### config.mk
export PLATFORM = sky130hd
export DESIGN_NAME = mshr_alloc
export DESIGN_NICKNAME = d
export VERILOG_FILES = /design/src/mshr_pkg.sv /design/src/mshr_alloc.sv
export VERILOG_INCLUDE_DIRS = /design/src
export SDC_FILE = /design/constraint.sdc
export NUM_CORES = 1
export LEC_CHECK = 0
export BUFFER_PORTS_ARGS = -buffer_cell sky130_fd_sc_hd__buf_2
export CAP_MARGIN = 15
export CORE_AREA = 2 2 39 41
export DETAILED_ROUTE_END_ITERATION = 10
export DIE_AREA = 0 0 41 43
export PLACE_DENSITY = 0.38
export SLEW_MARGIN = 0
export SYNTH_ARGS = -nofsm -noshare
export SYNTH_HDL_FRONTEND = slang
export SYNTH_SLANG_ARGS = --single-unit
### constraint.sdc
create_clock -name vclk -period 0.8
set_input_delay 0.04 -clock vclk [all_inputs]
set_output_delay 0.04 -clock vclk [all_outputs]
set_load 0.03 [all_outputs]
### src/mshr_macros.svh
`ifndef MSHR_MACROS_SVH
`define MSHR_MACROS_SVH

// ------------------------------------------------------------
// mshr sizing
// ------------------------------------------------------------

// number of outstanding misses tracked
`define MSHR_ENTRY_NUM 8

// must cover MSHR_ENTRY_NUM
`define MSHR_IDX_WIDTH 3

// miss line address
`define MSHR_ADDR_WIDTH 32

`endif

### src/mshr_pkg.sv
`default_nettype none

`include "mshr_macros.svh"

package mshr_pkg;

    // names one mshr entry
    typedef logic [`MSHR_IDX_WIDTH-1:0] entry_idx_t;

    // line address of a miss
    typedef logic [`MSHR_ADDR_WIDTH-1:0] addr_t;

    // life cycle of one entry
    typedef enum logic [1:0] {
        IDLE      = 2'd0,  // free for allocation
        ISSUE     = 2'd1,  // waiting for downstream grant
        WAIT_FILL = 2'd2   // read sent, waiting for linefill
    } entry_state_e;

endpackage

`default_nettype wire

### src/mshr_alloc.sv
`default_nettype none

`include "mshr_macros.svh"

module mshr_alloc (
    input  wire logic                           req_vld,
    input  wire logic [`MSHR_ENTRY_NUM-1:0]     entry_busy,
    output mshr_pkg::entry_idx_t                alloc_idx,
    output logic      [`MSHR_ENTRY_NUM-1:0]     alloc_we,
    output logic                                mshr_stall
);

    logic accept;

    assign mshr_stall = &entry_busy;          // no idle entry left
    assign accept     = req_vld && !mshr_stall;

    // lowest idle entry wins
    // walk downwards so the last hit is the smallest index
    always_comb begin
        alloc_idx = '0;
        for (int i = `MSHR_ENTRY_NUM - 1; i >= 0; i--) begin
            if (!entry_busy[i]) begin
                alloc_idx = mshr_pkg::entry_idx_t'(i);
            end
        end
    end

    // one-hot write strobe, only on a taken request
    always_comb begin
        alloc_we = '0;
        for (int i = 0; i < `MSHR_ENTRY_NUM; i++) begin
            if (accept && (alloc_idx == mshr_pkg::entry_idx_t'(i))) begin
                alloc_we[i] = 1'b1;
            end
        end
    end

endmodule

`default_nettype wire

==> impl_results.md <==
- Dpl hpwl: 601 um
- Worst setup path category: primary input to output pin
- Fraction of layout cells with a size suffix above 1: 0.742
- DIE AREA: 1760 um^2
- Slowest CP cell: o21ba_4
- Pins Over Slew Limit: 0
- DR WL met2: 448 um
- Slowest stage delay, CP: 260 ps
- Nets: 73
- Highest metal used: met3
- Worst path most repeated cell: buf_6
- Post-Synthesis Cells: 31
- Lkg Pwr: 0.247 nW
- Port bufs: 21
- Post-synthesis sequential area ratio: 0
- CTS Hold Buffers Added: 0
- Worst path required time: 760 ps
- CP cell instances: buf_6 -> and4_4 -> nand4_1 -> o21ba_4 -> buf_6
- Top cells by area, synth: nand2_1 (15%), nor3_1 (12%), o21ba_1 (12%)
- Clock buffers: 0
- Headroom to the max-slew limit: 0.883
- # setup viols final: 5
- Top Ports: 21
- Initial DRC count: 3
- Status: finished with violations
- Ys Warns: 0
- Number of antenna diodes: 0
- Worst Hold Launch: entry_busy[7]
- Vias/cell: 4.54
- CP Buf/Inv Count: 2
- HP Class: primary input to output pin
- Int Power: 0.000118 W
- Post-route cell area: 529 um^2
- Fmax: 1090 MHz
- First-pass GRT wire length: 1.24 mm
- DP Worst Slack: -155 ps
- RSZ-0062 raised after global routing: yes
- Crit-path max FO: 3
- Initial antenna violation count: 0
- Final setup TNS: -420 ps
- Metal1 wirelength: 359 um
- Worst-Margin Slew: 175 ps
- Mean Syn Cell Area: 5.57 um^2
- Worst vdd ir: 150 uV
- Final ANT Viol Nets: 0
- Crit path time final: 916 ps
- Tcrit/Tclk final: 1.14
- Mapped Nets: 40
- Violated checks: negative setup slack
- Pin count of the biggest net entering global routing: 6
- Clk pwr share: 0
- Synth-to-Final Area Change: 207%
- Vias post-DR: 354
- Share of the synthesized area in the top cell type: 0.152
- Remaining DRCs: 0
- Sw power: 0.000124 W
- Worst Setup Slack, final: -116 ps
- Synthesized cell area: 173 um^2
- Total Routed Length: 874 um
- Sw Share: 0.512
- CP arrival: 880 ps
- GP Congestion: 0.670
- Hold depth: 3
- Crit. path cell count: 5
- Power Density: 458 nW/um^2
- Critical Path End Type: output pin
- MaxCap Viol Count: 0
- First-pass detailed-route iteration total: 4
- Number of global-route vias before repair: 306
- Worst hold margin: 433 ps
- Worst hold endpoint: alloc_idx[2]
- Chip height: 43 um
- Routed WL per cell: 11.2 um
- Reg area: 0 um^2
- Die X: 41 um
- Synth unique cells: 16
- Core area: 1380 um^2
- Rows: 14
- Cell taking the most area after synthesis: nand2_1
- Top delay family on crit path: simple AND/OR/NAND/NOR gates
- Post-DP Area: 379 um^2
- Hold Fails Final Rpt: 0
- Total GRT Usage: 0.0939
- CP startpoint kind: primary input
- Routed length on met3: 66 um
- Final sequential cell count: 0
- Initial core utilization: 0.125
- Grt total ovfl: 0
- Combinational Power Share: 1.000
- Flop pwr share: 0
[cells in the final DEF, fill, tap and decap left out, drive strengths merged]
| cell type | synthesis | final |
|---|---|---|
| buf | 0 | 31 |
| nand2 | 7 | 7 |
| nor3 | 4 | 4 |
| nand4 | 2 | 2 |
| nor2 | 2 | 2 |
| o21ba | 2 | 2 |
| nand3 | 2 | 2 |
| a21oi | 2 | 2 |
| nor2b | 2 | 2 |
| a31oi | 2 | 2 |
| nand2b | 1 | 1 |
| inv | 1 | 1 |
| o21a | 1 | 1 |
| or2 | 1 | 1 |
| and2 | 1 | 1 |
| and4 | 1 | 1 |
[synth_stat cells]
| master | instances |
|---|---|
| nor2_1 | 2 |
| nand2b_1 | 1 |
| and2_1 | 1 |
| nand4_1 | 2 |
| a21oi_1 | 2 |
| nand3_1 | 2 |
| nor3_1 | 4 |
| nand2_1 | 7 |
| and4_1 | 1 |
| o21ba_1 | 2 |
| o21a_1 | 1 |
| nor2b_1 | 1 |
| a31oi_1 | 2 |
| or2_1 | 1 |
| inv_1 | 1 |
| nor2b_2 | 1 |
[routing by layer]
metal | track usage | up-vias
li1 | - | 175
met1 | 0.133 | 162
met2 | 0.163 | 17
met3 | 0 | 0
met4 | 0 | 0
met5 | 0 | -
[cells by family (layout without fill, tap and decap cells)]
kind of cell / count (synthesis) / count (layout) / share of synthesized area
simple gates: 23 / 23 / 0.689
compound gates: 7 / 7 / 0.290
buf+inv: 1 / 32 / 0.0217
[worst max-delay path by stage]
stage	slack, ps	end	start
after floorplan	-70	alloc_we[4]	entry_busy[2]
after global placement	-170	alloc_we[7]	entry_busy[1]
after detailed placement	-150	alloc_we[5]	entry_busy[7]
after CTS	-100	alloc_idx[0]	entry_busy[2]
after global routing	-150	alloc_we[7]	entry_busy[2]
final	-120	alloc_we[7]	entry_busy[0]
[metrics by stage]
step	power [W]	utilization	instances
6_report	0.000242	0.382	78
4_1_cts	0.000212	0.332	76
3_5_place_dp	0.000175	0.274	76
2_1_floorplan	0.0000811	-	31
3_3_place_gp	0.000175	0.274	76
5_1_grt	0.000259	0.382	78
[power groups by stage]
stage          sequential [W]  clock (W)  combinational (W)
3_5_place_dp                0          0           0.000175
4_1_cts                     0          0           0.000212
3_3_place_gp                0          0           0.000175
6_report                    0          0           0.000242
2_1_floorplan               0          0          0.0000811
5_1_grt                     0          0           0.000259
[area by class of cell]
cell class                 instances  area [um^2]
fill                             152          855
inverter                           1         3.75
multi-input combinational         30          253
tap                               16         20.0
timing repair buffer              31          253
[repair_timing]
action,4_1_cts,5_1_grt
endpoints found under the setup margin,9,9
gates resized for setup,23,15
setup buffers,0,2
cloned,0,0
pin swaps,5,7
Note: power is estimated with default switching activity, not from simulation.
