==> src/mshr_macros.svh <==
`ifndef MSHR_MACROS_SVH
`define MSHR_MACROS_SVH

// ------------------------------------------------------------
// mshr sizing
// ------------------------------------------------------------

// number of outstanding misses tracked
`define MSHR_ENTRY_NUM 8

// must cover MSHR_ENTRY_NUM
`define MSHR_IDX_WIDTH 3

// miss line address
`define MSHR_ADDR_WIDTH 32

`endif

==> src/mshr_pkg.sv <==
`default_nettype none

`include "mshr_macros.svh"

package mshr_pkg;

    // names one mshr entry
    typedef logic [`MSHR_IDX_WIDTH-1:0] entry_idx_t;

    // line address of a miss
    typedef logic [`MSHR_ADDR_WIDTH-1:0] addr_t;

    // life cycle of one entry
    typedef enum logic [1:0] {
        IDLE      = 2'd0,  // free for allocation
        ISSUE     = 2'd1,  // waiting for downstream grant
        WAIT_FILL = 2'd2   // read sent, waiting for linefill
    } entry_state_e;

endpackage

`default_nettype wire

==> src/mshr_entry.sv <==
`default_nettype none

module mshr_entry (
    input  wire logic                   clk,
    input  wire logic                   rst_n,
    input  wire logic                   alloc_we,
    input  wire mshr_pkg::addr_t        req_addr,
    input  wire logic                   grant,
    input  wire logic                   fill,
    output logic                        busy,
    output logic                        issue_req,
    output logic                        wait_fill,
    output mshr_pkg::addr_t             entry_addr
);

    mshr_pkg::entry_state_e state;
    mshr_pkg::entry_state_e state_nxt;

    // ------------------------------------------------------------
    // state machine
    // ------------------------------------------------------------

    always_comb begin
        state_nxt = state;
        case (state)
            mshr_pkg::IDLE: begin
                if (alloc_we) begin
                    state_nxt = mshr_pkg::ISSUE;
                end
            end
            mshr_pkg::ISSUE: begin
                if (grant) begin          // txreq accepted downstream
                    state_nxt = mshr_pkg::WAIT_FILL;
                end
            end
            mshr_pkg::WAIT_FILL: begin
                if (fill) begin
                    state_nxt = mshr_pkg::IDLE;
                end
            end
            default: begin
                state_nxt = mshr_pkg::IDLE;
            end
        endcase
    end

    always_ff @(posedge clk or negedge rst_n) begin
        if (!rst_n) begin
            state <= mshr_pkg::IDLE;
        end else begin
            state <= state_nxt;
        end
    end

    // ------------------------------------------------------------
    // miss address
    // ------------------------------------------------------------

    always_ff @(posedge clk) begin
        if (alloc_we) begin
            entry_addr <= req_addr;
        end
    end

    // status to allocator, arbiter and fill decode
    assign busy      = (state != mshr_pkg::IDLE);
    assign issue_req = (state == mshr_pkg::ISSUE);
    assign wait_fill = (state == mshr_pkg::WAIT_FILL);

endmodule

`default_nettype wire

==> config.mk <==
export PLATFORM = sky130hd
export DESIGN_NAME = mshr_entry
export DESIGN_NICKNAME = d
export VERILOG_FILES = /design/src/mshr_pkg.sv /design/src/mshr_entry.sv
export VERILOG_INCLUDE_DIRS = /design/src
export SDC_FILE = /design/constraint.sdc
export NUM_CORES = 1
export LEC_CHECK = 0
export BUFFER_PORTS_ARGS = -buffer_cell sky130_fd_sc_hd__buf_2
export CORE_MARGIN = 2
export CORE_UTILIZATION = 35
export DETAILED_ROUTE_END_ITERATION = 12
export PLACE_DENSITY = 0.75
export SYNTH_ARGS = -nofsm -noshare
export SYNTH_HDL_FRONTEND = slang
export SYNTH_SLANG_ARGS = --single-unit
==> constraint.sdc <==
create_clock -name clk -period 1.2 [get_ports clk]
set_clock_uncertainty 0.05 [all_clocks]
set_input_delay 0.18 -clock clk [delete_from_list [all_inputs] [get_ports clk]]
set_output_delay 0.18 -clock clk [all_outputs]
set_load 0.02 [all_outputs]
==> results by group, run 1 <==
Clocking
  – Root Buffer: clkbuf_4
  – Clock transition at path regs: 0.10 ns
  – H-tree depth: 2
  – Worst skew pair latency: 0.32 ns
  – CTS tree: yes
  – CTS Buffer Depth: 2
  – Cts bufs inserted: 5
  – CTS Sinks: 34

Worst setup path
  – Req. time, crit path: 0.97 ns
  – Crit path max fanout: 4
  – Slowest CP cell: dfrtp_1
  – Crit path buffers/inverters: 1
  – Endpoint type of the worst setup path: primary output
  – CP peak stage delay: 0.43 ns
  – CP delay by family, top: flip-flops
  – Worst path cell trace: or2_4 > buf_6
  – CP startpoint kind: register
  – CP Class: reg2out
  – Critical path data arrival time: 1.15 ns

Timing
  – Fmax: 0.727 GHz
  – Min Hold Slack: 0.0599 ns
  – Max-slew headroom: 87.3%
  – Minimum clock period: 1.38 ns
  – Final critical-path setup slack: -0.175 ns
  – Worst slew pin tran: 0.190 ns
  – Pins Over Slew Limit: 0
  – Setup violators final: 3
  – Final period util: 115%
  – RSZ-0062 raised after global routing: yes
  – Post-route setup TNS: -0.508 ns
  – Final Hold Fails: 0

Cells and area
  – Layout Nets: 197
  – ANT cells: 0
  – Fin cells: 194
  – Final Cell Area: 1950 sq um
  – Fin util: 65.3%
  – Layout cells sized above 1: 54.0%
  – Area Overhead vs Synth: 81.0%

Global route
  – GRT Total Usage: 15.7%
  – First-pass GRT wire length: 3810 um
  – Initial antenna violation count: 0
  – Largest net degree at the start of global routing: 20
  – GRT overflow: 0
  – Vias in the first global route: 898

Pwr
  – Max VDD drop: 1450 uV
  – Leakage: 0.864 nW
  – Total power: 2.92 mW
  – Power density over the cells: 1500 nW/um^2

Placement
  – Post-place setup slack: 0.117 ns
  – GPL Wtd Cong: 0.658
  – Dpl hpwl: 1530 um
  – Dpl cells: 149
  – Dpl cell area: 1510 sq um
  – I/O Buffers: 71

Routing
  – Post-route ant nets: 0
  – Via count: 836
  – Via density: 4.31
  – Remaining DRCs: 0
  – Total wire length: 2480 um
  – First-pass iteration count of the detailed router: 4
  – Initial DRC Count: 11
  – Wire per inst: 12.8 um

Floorplan
  – Die Wd: 59.4 um
  – Boundary Pins: 72
  – FP Rows: 20
  – Total Die Area: 3530 sq um
  – Core area: 2980 sq um
  – Die Y: 59.4 um
  – Starting Density: 36.1%

Yosys
  – Most used DFF post-synth: edfxtp_1
  – Seq/Total Area, Yosys: 94.1%
  – Yosys warns: 0
  – Syn Area/Cell: 25.6 sq um
  – Post-Syn Nets: 79
  – Async S/R FF share, synth: 5.88%
  – Synth cell count leaders: edfxtp_1 (32), dfrtp_1 (2), nand2b_1 (2), nor2b_4 (2)
  – Yosys reg bits: 34
  – Share of the synthesized area in the top cell type: 89.4%
  – Yosys top cell by area: edfxtp_1
  – Post-Syn Instances: 42
  – Top cells by area, synth: edfxtp_1 (89%), dfrtp_1 (4.7%), nor2b_4 (2.6%), nand2b_1 (1.2%), a22o_1 (0.81%)
  – Syn Std Cell Area: 1070 sq um
  – Post-synth EDFFs: 32
  – Most frequent cell after synthesis: edfxtp_1
  – Synth cell types: 8

Outcome
  – Outcome: finished, violations left
  – Failing checks: negative setup slack

Min path
  – HP Class: in2reg

Flow run
  – Max_cap viols: 0
## kinds of logic (layout without fill, tap and decap cells)
| kind of cell | Yosys count | after routing | share of synthesized area (%) |
|---|---|---|---|
| AOI/OAI and AO/OA | 2 | 2 | 1.28 |
| and+or+nand+nor | 5 | 5 | 4.31 |
| buffers and inverters | 1 | 120 | 0.349 |
| DFF | 34 | 34 | 94.1 |
## final cells by class
class	count	area [sq um]
Timing Repair Buffer	111	777
Tap cell	33	41.3
Inverter	1	3.75
Clock buffer	6	41.3
Fill cell	224	1030
Clock inverter	2	8.76
Sequential cell	34	1010
Multi-Input combinational cell	7	62.6
## final timing paths
check / start / cells after the start / slack [ns] / to
worst min register to register: state[1] / 1 / 0.46 / state[0]
min in group asynchronous: rst_n / 2 / 0.09 / state[1]
worst max-delay path: state[1] / 2 / -0.18 / busy
worst max register to register: state[1] / 5 / 0.05 / state[1]
max in group asynchronous: rst_n / 2 / 0.91 / state[0]
worst min-delay path: grant / 2 / 0.06 / state[1]
## metal layers
metal  part of all wire, %  track usage (%)
met1                    33             13.8
met2                    56             29.8
met3                   8.9             5.90
met4                   1.5             8.77
met5                     0                0
## worst register-to-register path, stage by stage (launching register included)
cell and delay, ns:
dfrtp_1 0.42, buf_6 0.12, nor2b_4 0.04, buf_4 0.12, buf_4 0.12, a22o_1 0.18
## timing repair
| item | CTS | global route |
|---|---|---|
| resized for setup | 9 | 0 |
| setup buffers | 3 | 1 |
| pin swaps | 0 | 1 |
| setup endpoints to repair | 3 | 3 |
| hold buffers | 33 | 0 |
| hold endpoints to repair | 34 | 0 |
## layout by cell type, fill, tap and decap left out
cell type / instances
buf_2: 68
dlygate4sd3_1: 33
edfxtp_1: 32
clkbuf_4: 5
buf_6: 5
buf_4: 4
nor2b_4: 2
nand2b_1: 2
dfrtp_1: 2
or2_4: 1
a21oi_1: 1
inv_1: 1
a22o_1: 1
clkbuf_1: 1
clkinv_2: 1
clkinv_1: 1
buf_12: 1
## registers in the layout, summed over array words and instances (netlist names)
register,count
entry_addr,32
state,2
## report_power, final
part           leakage, nW  internal [mW]  switching, mW  total [mW]
sequential           0.339           1.42         0.0547        1.48
combinational        0.496          0.484          0.388       0.873
clock               0.0297          0.220          0.346       0.566
Note: power is estimated with default switching activity, not from simulation.
==> run 2: changes to the inputs <==
--- a/config.mk
+++ b/config.mk
@@ -7,7 +7,6 @@
 export NUM_CORES = 1
 export LEC_CHECK = 0
 export BUFFER_PORTS_ARGS = -buffer_cell sky130_fd_sc_hd__buf_2
-export CORE_MARGIN = 2
 export CORE_UTILIZATION = 35
 export DETAILED_ROUTE_END_ITERATION = 12
 export PLACE_DENSITY = 0.75
==> run 2 against run 1 <==
  * The run ends with design-rule violations, negative setup slack left
  * Largest cell class unchanged
  * Routed wire length is 4.8% higher
  * Hold slack worse by 0.0091 ns
  * Utilization is 4.7 points higher
  * Critical path type unchanged
  * Highest routed layer unchanged
  * Sequential power hardly changed
==> results by group, run 2 (synthesized netlist as in run 1, its figures left out) <==
Clocking
  – CTS Buffer Depth: 2 (unchanged)
  – Cts bufs inserted: 5 (unchanged)
  – H-tree depth: 2 (unchanged)
  – CTS tree: yes
  – CTS Sinks: 34 (unchanged)
  – Worst skew pair latency: 0.33 ns (about the same)
  – Root Buffer: clkbuf_4
  – Clock transition at path regs: 0.09 ns (about the same)

Pwr
  – Combinational share of power: 29.2% (-0.7 points)
  – Int Power: 2.26 mW (+6.2%)
  – Power density over the cells: 1550 nW/um^2 (+3.2%)
  – Seq pwr share: 48.1% (-2.6 points)
  – Clock power frac: 22.6% (+3.2 points)
  – Sw Pwr: 0.806 mW (+2.1%)
  – Max VDD drop: 981 uV (-32%)
  – Switching Share: 26.3% (-0.77 points)
  – Leakage: 0.884 nW (+2.2%)

Global route
  – GRT overflow: 0 (unchanged)
  – GRT Total Usage: 17.8% (+2.0 points)
  – Vias in the first global route: 904 (+0.67%)
  – Initial antenna violation count: 0 (unchanged)
  – First-pass GRT wire length: 3950 um (+3.8%)
  – Largest net degree at the start of global routing: 18 (-10%)

Floorplan
  – Starting Density: 38.0% (+1.9 points)
  – Boundary Pins: 72 (unchanged)
  – Core area: 2830 sq um (-5.0%)
  – Die Y: 57.4 um (-3.4%)
  – FP Rows: 19 (-5.0%)
  – Total Die Area: 3300 sq um (-6.6%)
  – Die Wd: 57.4 um (-3.4%)

Timing
  – Final critical-path setup slack: -0.173 ns (+0.00219 ns)
  – Setup violators final: 3 (unchanged)
  – Worst slew pin tran: 0.138 ns (-0.0515 ns)
  – Post-route setup TNS: -0.503 ns (+0.00567 ns)
  – Final period util: 114% (-0.18 points)
  – Max-slew headroom: 90.8% (+3.4 points)
  – RSZ-0062 raised after global routing: yes
  – Final Hold Fails: 0 (unchanged)
  – Pins Over Slew Limit: 0 (unchanged)
  – Fmax: 0.728 GHz (+0.16%)
  – Minimum clock period: 1.37 ns (-0.00219 ns)

Placement
  – Post-place setup slack: 0.110 ns (-0.00663 ns)
  – I/O Buffers: 71 (unchanged)
  – GPL Wtd Cong: 0.697 (+6.0%)

Worst setup path
  – Critical path data arrival time: 1.14 ns (about the same)
  – Crit path max fanout: 3 (-1)
  – Reg2reg end: state[1]
  – Worst path cell trace: buf_4 > nor2b_4 > buf_6
  – CP Class: reg2out
  – FF-to-FF path depth: 4 (-1)
  – Endpoint type of the worst setup path: primary output
  – CP startpoint kind: register
  – RR Startpoint: state[1]
  – Req. time, crit path: 0.97 ns (about the same)
  – R2R Setup Slk: 0.04 ns (about the same)
  – Slowest CP cell: dfrtp_1
  – CP peak stage delay: 0.42 ns (about the same)
  – Crit path buffers/inverters: 2 (+1)
  – CP delay by family, top: flip-flops

Cells and area
  – Max reg flops: 32 (unchanged)
  – Layout Nets: 198 (+0.51%)
  – ANT cells: 0 (unchanged)
  – Layout cells sized above 1: 54.9% (+0.90 points)
  – Area Overhead vs Synth: 84.4%
  – Commonest non-fill, non-tap cells in the layout: buf_2 (68), dlygate4sd3_1 (33), edfxtp_1 (32)
  – Commonest non-fill, non-tap cell in the layout: buf_2
  – Top Registers: entry_addr (32), state (2)
  – Largest Register: entry_addr
  – Fin util: 70.1% (+4.7 points)

Routing
  – First-pass iteration count of the detailed router: 8 (+4)
  – Wire per inst: 13.5 um (+5.3%)
  – Total wire length: 2600 um (+4.8%)
  – Via count: 836 (unchanged)
  – Post-route ant nets: 0 (unchanged)
  – Initial DRC Count: 26 (+15)
  – Remaining DRCs: 4 (+4)
  – Via density: 4.33 (+0.52%)

Outcome
  – Failing checks: design-rule violations, negative setup slack
  – Outcome: finished, violations left

Min path
  – HP Class: in2reg
  – Hold path endpoint: state[1]
  – WHS Path Cells: 2 (unchanged)
  – Min-delay src: grant

Flow run
  – Max_cap viols: 0 (unchanged)
## run 2: cell count changes in the layout (fill, tap and decap cells not counted)
cell	delta
buf_12	+1
clkbuf_1	-1
clkbuf_8	+2
clkinv_2	-1
## run 2: cell type report
| cell class | instances | area [sq um] |
|---|---|---|
| timing repair buffer | 112 | 797 |
| inverter | 1 | 3.75 |
| clock inverter | 1 | 3.75 |
| multi-input combinational | 7 | 62.6 |
| tap | 31 | 38.8 |
| fill | 202 | 847 |
| clock buffer | 7 | 65.1 |
| sequential | 34 | 1010 |
## run 2: worst reg2reg max path, cell delays in order (launching register included)
cell	delay (ns)
dfrtp_1	0.42
buf_4	0.15
nor2b_4	0.12
buf_4	0.12
a22o_1	0.19
## run 2: per-layer routing
layer / global-route usage (%) / part of all wire (%) / vias up
met5: 0 / 0 / -
met4: 11.5 / 2.1 / 0
met3: 6.58 / 8.4 / 5
met2: 33.7 / 57 / 50
met1: 15.0 / 32 / 382
li1: - / - / 399
## run 2: through the flow
stage | hold slack [ns] | instances | area, sq um | total power [mW]
after floorplan | -0.166 | 42 | 1070 | 1.81
after global placement | -0.0858 | 147 | 1520 | 2.05
after detailed placement | -0.0777 | 147 | 1520 | 2.07
after CTS | 0.0448 | 191 | 1960 | 3.00
after global routing | 0.0383 | 193 | 1980 | 3.20
final | 0.0508 | 193 | 1980 | 3.07
## run 2: repair_timing
item | 4_1_cts | 5_1_grt
endpoints found under the setup margin | 3 | 3
buffers inserted | 3 | 2
endpoints found under the hold margin | 34 | 0
gates resized for setup | 8 | 1
hold buffers | 33 | 0
pin swaps | 1 | 2
## run 2: worst max path at each step
| stage | from | endpoint | cells after the start |
|---|---|---|---|
| floorplan | state[0] | busy | 1 |
| global placement | state[1] | busy | 2 |
| finish | state[1] | wait_fill | 3 |
| CTS | state[1] | issue_req | 3 |
| detailed placement | state[1] | busy | 2 |
| global route | state[1] | wait_fill | 3 |
## run 2: power by group through the flow
| stage | clock (mW) | sequential [mW] | combinational, mW |
|---|---|---|---|
| after floorplan | 0 | 1.63 | 0.183 |
| after global placement | 0 | 1.50 | 0.555 |
| after detailed placement | 0 | 1.50 | 0.569 |
| after CTS | 0.705 | 1.47 | 0.829 |
| after global routing | 0.765 | 1.49 | 0.950 |
| final | 0.694 | 1.48 | 0.896 |
==> run 3: changes to the inputs <==
--- a/config.mk
+++ b/config.mk
@@ -6,7 +6,8 @@
 export SDC_FILE = /design/constraint.sdc
 export NUM_CORES = 1
 export LEC_CHECK = 0
-export BUFFER_PORTS_ARGS = -buffer_cell sky130_fd_sc_hd__buf_2
+export ABC_AREA = 1
+export BUFFER_PORTS_ARGS = -buffer_cell sky130_fd_sc_hd__clkbuf_2
 export CORE_UTILIZATION = 35
 export DETAILED_ROUTE_END_ITERATION = 12
 export PLACE_DENSITY = 0.75
==> run 3 against run 2 <==
  * The run still ends with design-rule violations, negative setup slack left
  * Count of clock-buffer cells in the layout down 2
  * Critical path depth unchanged
  * Sequential power about the same
  * Critical path type unchanged
==> results by group, run 3 <==
Outcome
  – Outcome: finished, violations left
  – Failing checks: design-rule violations, negative setup slack

Worst setup path
  – Worst path cell trace: nor2_2 > inv_2 > clkbuf_8
  – Slowest CP cell: dfrtp_2
  – Endpoint type of the worst setup path: primary output
  – Crit path max fanout: 5 (+2)
  – CP Class: reg2out
  – CP peak stage delay: 0.45 ns (+0.03 ns)
  – Crit path buffers/inverters: 2 (unchanged)
  – Req. time, crit path: 0.97 ns (about the same)
  – CP delay by family, top: flip-flops
  – CP startpoint kind: register
  – Critical path data arrival time: 1.11 ns (-0.03 ns)

Cells and area
  – Largest Register: entry_addr
  – Commonest non-fill, non-tap cells in the layout: clkbuf_2 (68), dlygate4sd3_1 (33), edfxtp_1 (32)
  – ANT cells: 0 (unchanged)
  – Commonest non-fill, non-tap cell in the layout: clkbuf_2
  – Layout cells sized above 1: 55.5% (+0.55 points)
  – Top Registers: entry_addr (32), state (2)
  – Fin cells: 195 (+1.0%)
  – Max reg flops: 32 (unchanged)
  – Area Overhead vs Synth: 78.8%
  – Fin util: 68.2% (-1.9 points)
  – Fill count: 197 (-2.5%)
  – Layout Nets: 201 (+1.5%)
  – Flip-flop and latch area: 1010 sq um (+0.12%)
  – Final Cell Area: 1930 sq um (-2.7%)
  – Area of the multi-input gates: 53.8 sq um (-14%)

Yosys
  – Post-Syn Nets: 85 (+7.6%)
  – Most used DFF post-synth: edfxtp_1
  – Post-Syn Instances: 48 (+14%)
  – Synth cell count leaders: edfxtp_1 (32), inv_1 (5), nand2_1 (3), dfrtp_1 (2), nor2_1 (2)
  – Top cells by area, synth: edfxtp_1 (89%), dfrtp_1 (4.6%), inv_1 (1.7%), nand2_1 (1.0%), o21bai_2 (1.0%)
  – Yosys reg bits: 34 (unchanged)
  – Syn Area/Cell: 22.5 sq um (-12%)
  – Post-synth EDFFs: 32 (unchanged)
  – Yosys top cell by area: edfxtp_1
  – Seq/Total Area, Yosys: 93.7% (-0.33 points)
  – Share of the synthesized area in the top cell type: 89.1% (-0.31 points)
  – Most frequent cell after synthesis: edfxtp_1
  – Syn Std Cell Area: 1080 sq um (+0.35%)
  – Synth cell types: 9 (+1)
  – Async S/R FF share, synth: 5.88% (unchanged)
  – Yosys warns: 0 (unchanged)

Floorplan
  – FP Rows: 19 (unchanged)
  – Starting Density: 38.1% (+0.13 points)
  – Die Y: 57.5 um (+0.17%)
  – Boundary Pins: 72 (unchanged)
  – Total Die Area: 3310 sq um (+0.33%)
  – Die Wd: 57.5 um (+0.17%)
  – Core area: 2830 sq um (unchanged)

Pwr
  – Switching Share: 28.7% (+2.4 points)
  – Sw Pwr: 0.823 mW (+2.0%)
  – Seq pwr share: 51.9% (+3.8 points)
  – Clock power frac: 19.6% (-3.0 points)
  – Combinational share of power: 28.5% (-0.7 points)
  – Power density over the cells: 1490 nW/um^2 (-3.8%)
  – Leakage: 0.886 nW (+0.29%)
  – Int Power: 2.05 mW (-9.5%)
  – Max VDD drop: 762 uV (-22%)
  – Total power: 2.87 mW (-6.5%)

Clocking
  – Cts bufs inserted: 5 (unchanged)
  – CTS Sinks: 34 (unchanged)
  – H-tree depth: 2 (unchanged)
  – CTS Buffer Depth: 2 (unchanged)
  – Root Buffer: clkbuf_4
  – Clock transition at path regs: 0.09 ns (about the same)
  – Worst skew pair latency: 0.32 ns (about the same)
  – CTS tree: yes

Placement
  – Dpl hpwl: 1600 um
  – I/O Buffers: 71 (unchanged)
  – GPL Wtd Cong: 0.618 (-11%)
  – Post-place setup slack: 0.161 ns (+0.0505 ns)
  – Dpl cell area: 1490 sq um (-1.6%)
  – Dpl cells: 151 (+2.7%)

Routing
  – Initial DRC Count: 27 (+3.8%)
  – First-pass iteration count of the detailed router: 9 (+1)
  – Total wire length: 2740 um (+5.6%)
  – Via density: 4.51 (+4.1%)
  – Wire per inst: 14.1 um (+4.5%)
  – Post-route ant nets: 0 (unchanged)
  – Via count: 879 (+5.1%)
  – Remaining DRCs: 8 (+4)

Flow run
  – Max_cap viols: 0 (unchanged)

Timing
  – Min Hold Slack: 0.0998 ns (+0.0490 ns)
  – Max-slew headroom: 87.1% (-3.7 points)
  – Fmax: 0.746 GHz (+2.5%)
  – Worst slew pin tran: 0.192 ns (+0.0537 ns)
  – Pins Over Slew Limit: 0 (unchanged)
  – RSZ-0062 raised after global routing: yes
  – Setup violators final: 3 (unchanged)
  – Post-route setup TNS: -0.281 ns (+0.221 ns)
  – Final critical-path setup slack: -0.140 ns (+0.0330 ns)
  – Minimum clock period: 1.34 ns (-0.0330 ns)
  – Final Hold Fails: 0 (unchanged)
  – Final period util: 112% (-2.7 points)

Global route
  – GRT overflow: 0 (unchanged)
  – Vias in the first global route: 932 (+3.1%)
  – GRT Total Usage: 17.8% (+0.077 points)
  – Largest net degree at the start of global routing: 34 (+16)
  – Initial antenna violation count: 0 (unchanged)
  – First-pass GRT wire length: 4100 um (+3.7%)

Min path
  – HP Class: in2reg
==> run 3: changes by cell type after synthesis <==
cell      previous run  this run
nor2_1               0         2
nand3_1              0         1
inv_1                1         5
nor3_1               0         1
a22o_1               1         0
a21oi_1              1         0
nand2b_1             2         0
o21ai_2              0         1
nand2_1              0         3
or2_2                1         0
o21bai_2             0         1
nor2b_4              2         0
==> run 3: path summary, 6_finish.rpt <==
path	startpoint	cells after the start	to	slack (ns)
setup reg to reg	state[0]	3	state[1]	0.13
max in group asynchronous	rst_n	2	state[0]	0.88
hold reg to reg	state[1]	3	state[1]	0.59
min in group asynchronous	rst_n	2	state[0]	0.11
hold / removal	grant	4	state[0]	0.1
setup / recovery	state[0]	3	busy	-0.14
==> run 3: worst min-delay path: stages <==
cell and delay, ns:
clkbuf_2 0.08, inv_1 0.03, nand3_1 0.10, o21ai_2 0.06
==> run 3: power by group through the flow <==
| stage | Combinational (mW) | Clock [mW] | Sequential [mW] |
|---|---|---|---|
| after floorplan | 0.179 | 0 | 1.61 |
| after global placement | 0.505 | 0 | 1.49 |
| after detailed placement | 0.527 | 0 | 1.50 |
| after CTS | 0.785 | 0.587 | 1.48 |
| after global routing | 0.874 | 0.627 | 1.50 |
| final | 0.818 | 0.562 | 1.49 |
==> run 3: cell families (layout without fill, tap and decap cells) <==
group           after synthesis  in the layout  synth area share [%]
compound gates                2              2                  1.86
buf+inv                       5            121                  1.74
flops                        34             34                  93.7
simple gates                  7              7                  2.67
==> run 3: area by class of cell <==
| class | count | share of cell area [%] |
|---|---|---|
| Clock buffer | 5 | 1.95 |
| Clock inverter | 2 | 0.519 |
| Inverter | 5 | 0.973 |
| Multi-Input combinational cell | 9 | 2.79 |
| Sequential cell | 34 | 52.5 |
| Tap cell | 31 | 2.01 |
| Timing Repair Buffer | 109 | 39.3 |
==> run 3: metal layers <==
layer	up-vias	wire [um]	track usage (%)
met2	59	1450	32.2
met1	397	901	15.6
met4	0	119	12.9
met3	14	272	7.26
li1	409	-	-
met5	-	0	0
==> run 3: repair_timing <==
action	4_1_cts	5_1_grt
pin swaps	2	1
setup buffers	4	0
gates cloned	0	0
endpoints found under the setup margin	3	3
hold buffers	33	0
resized for setup	8	5
hold endpoints to repair	34	0
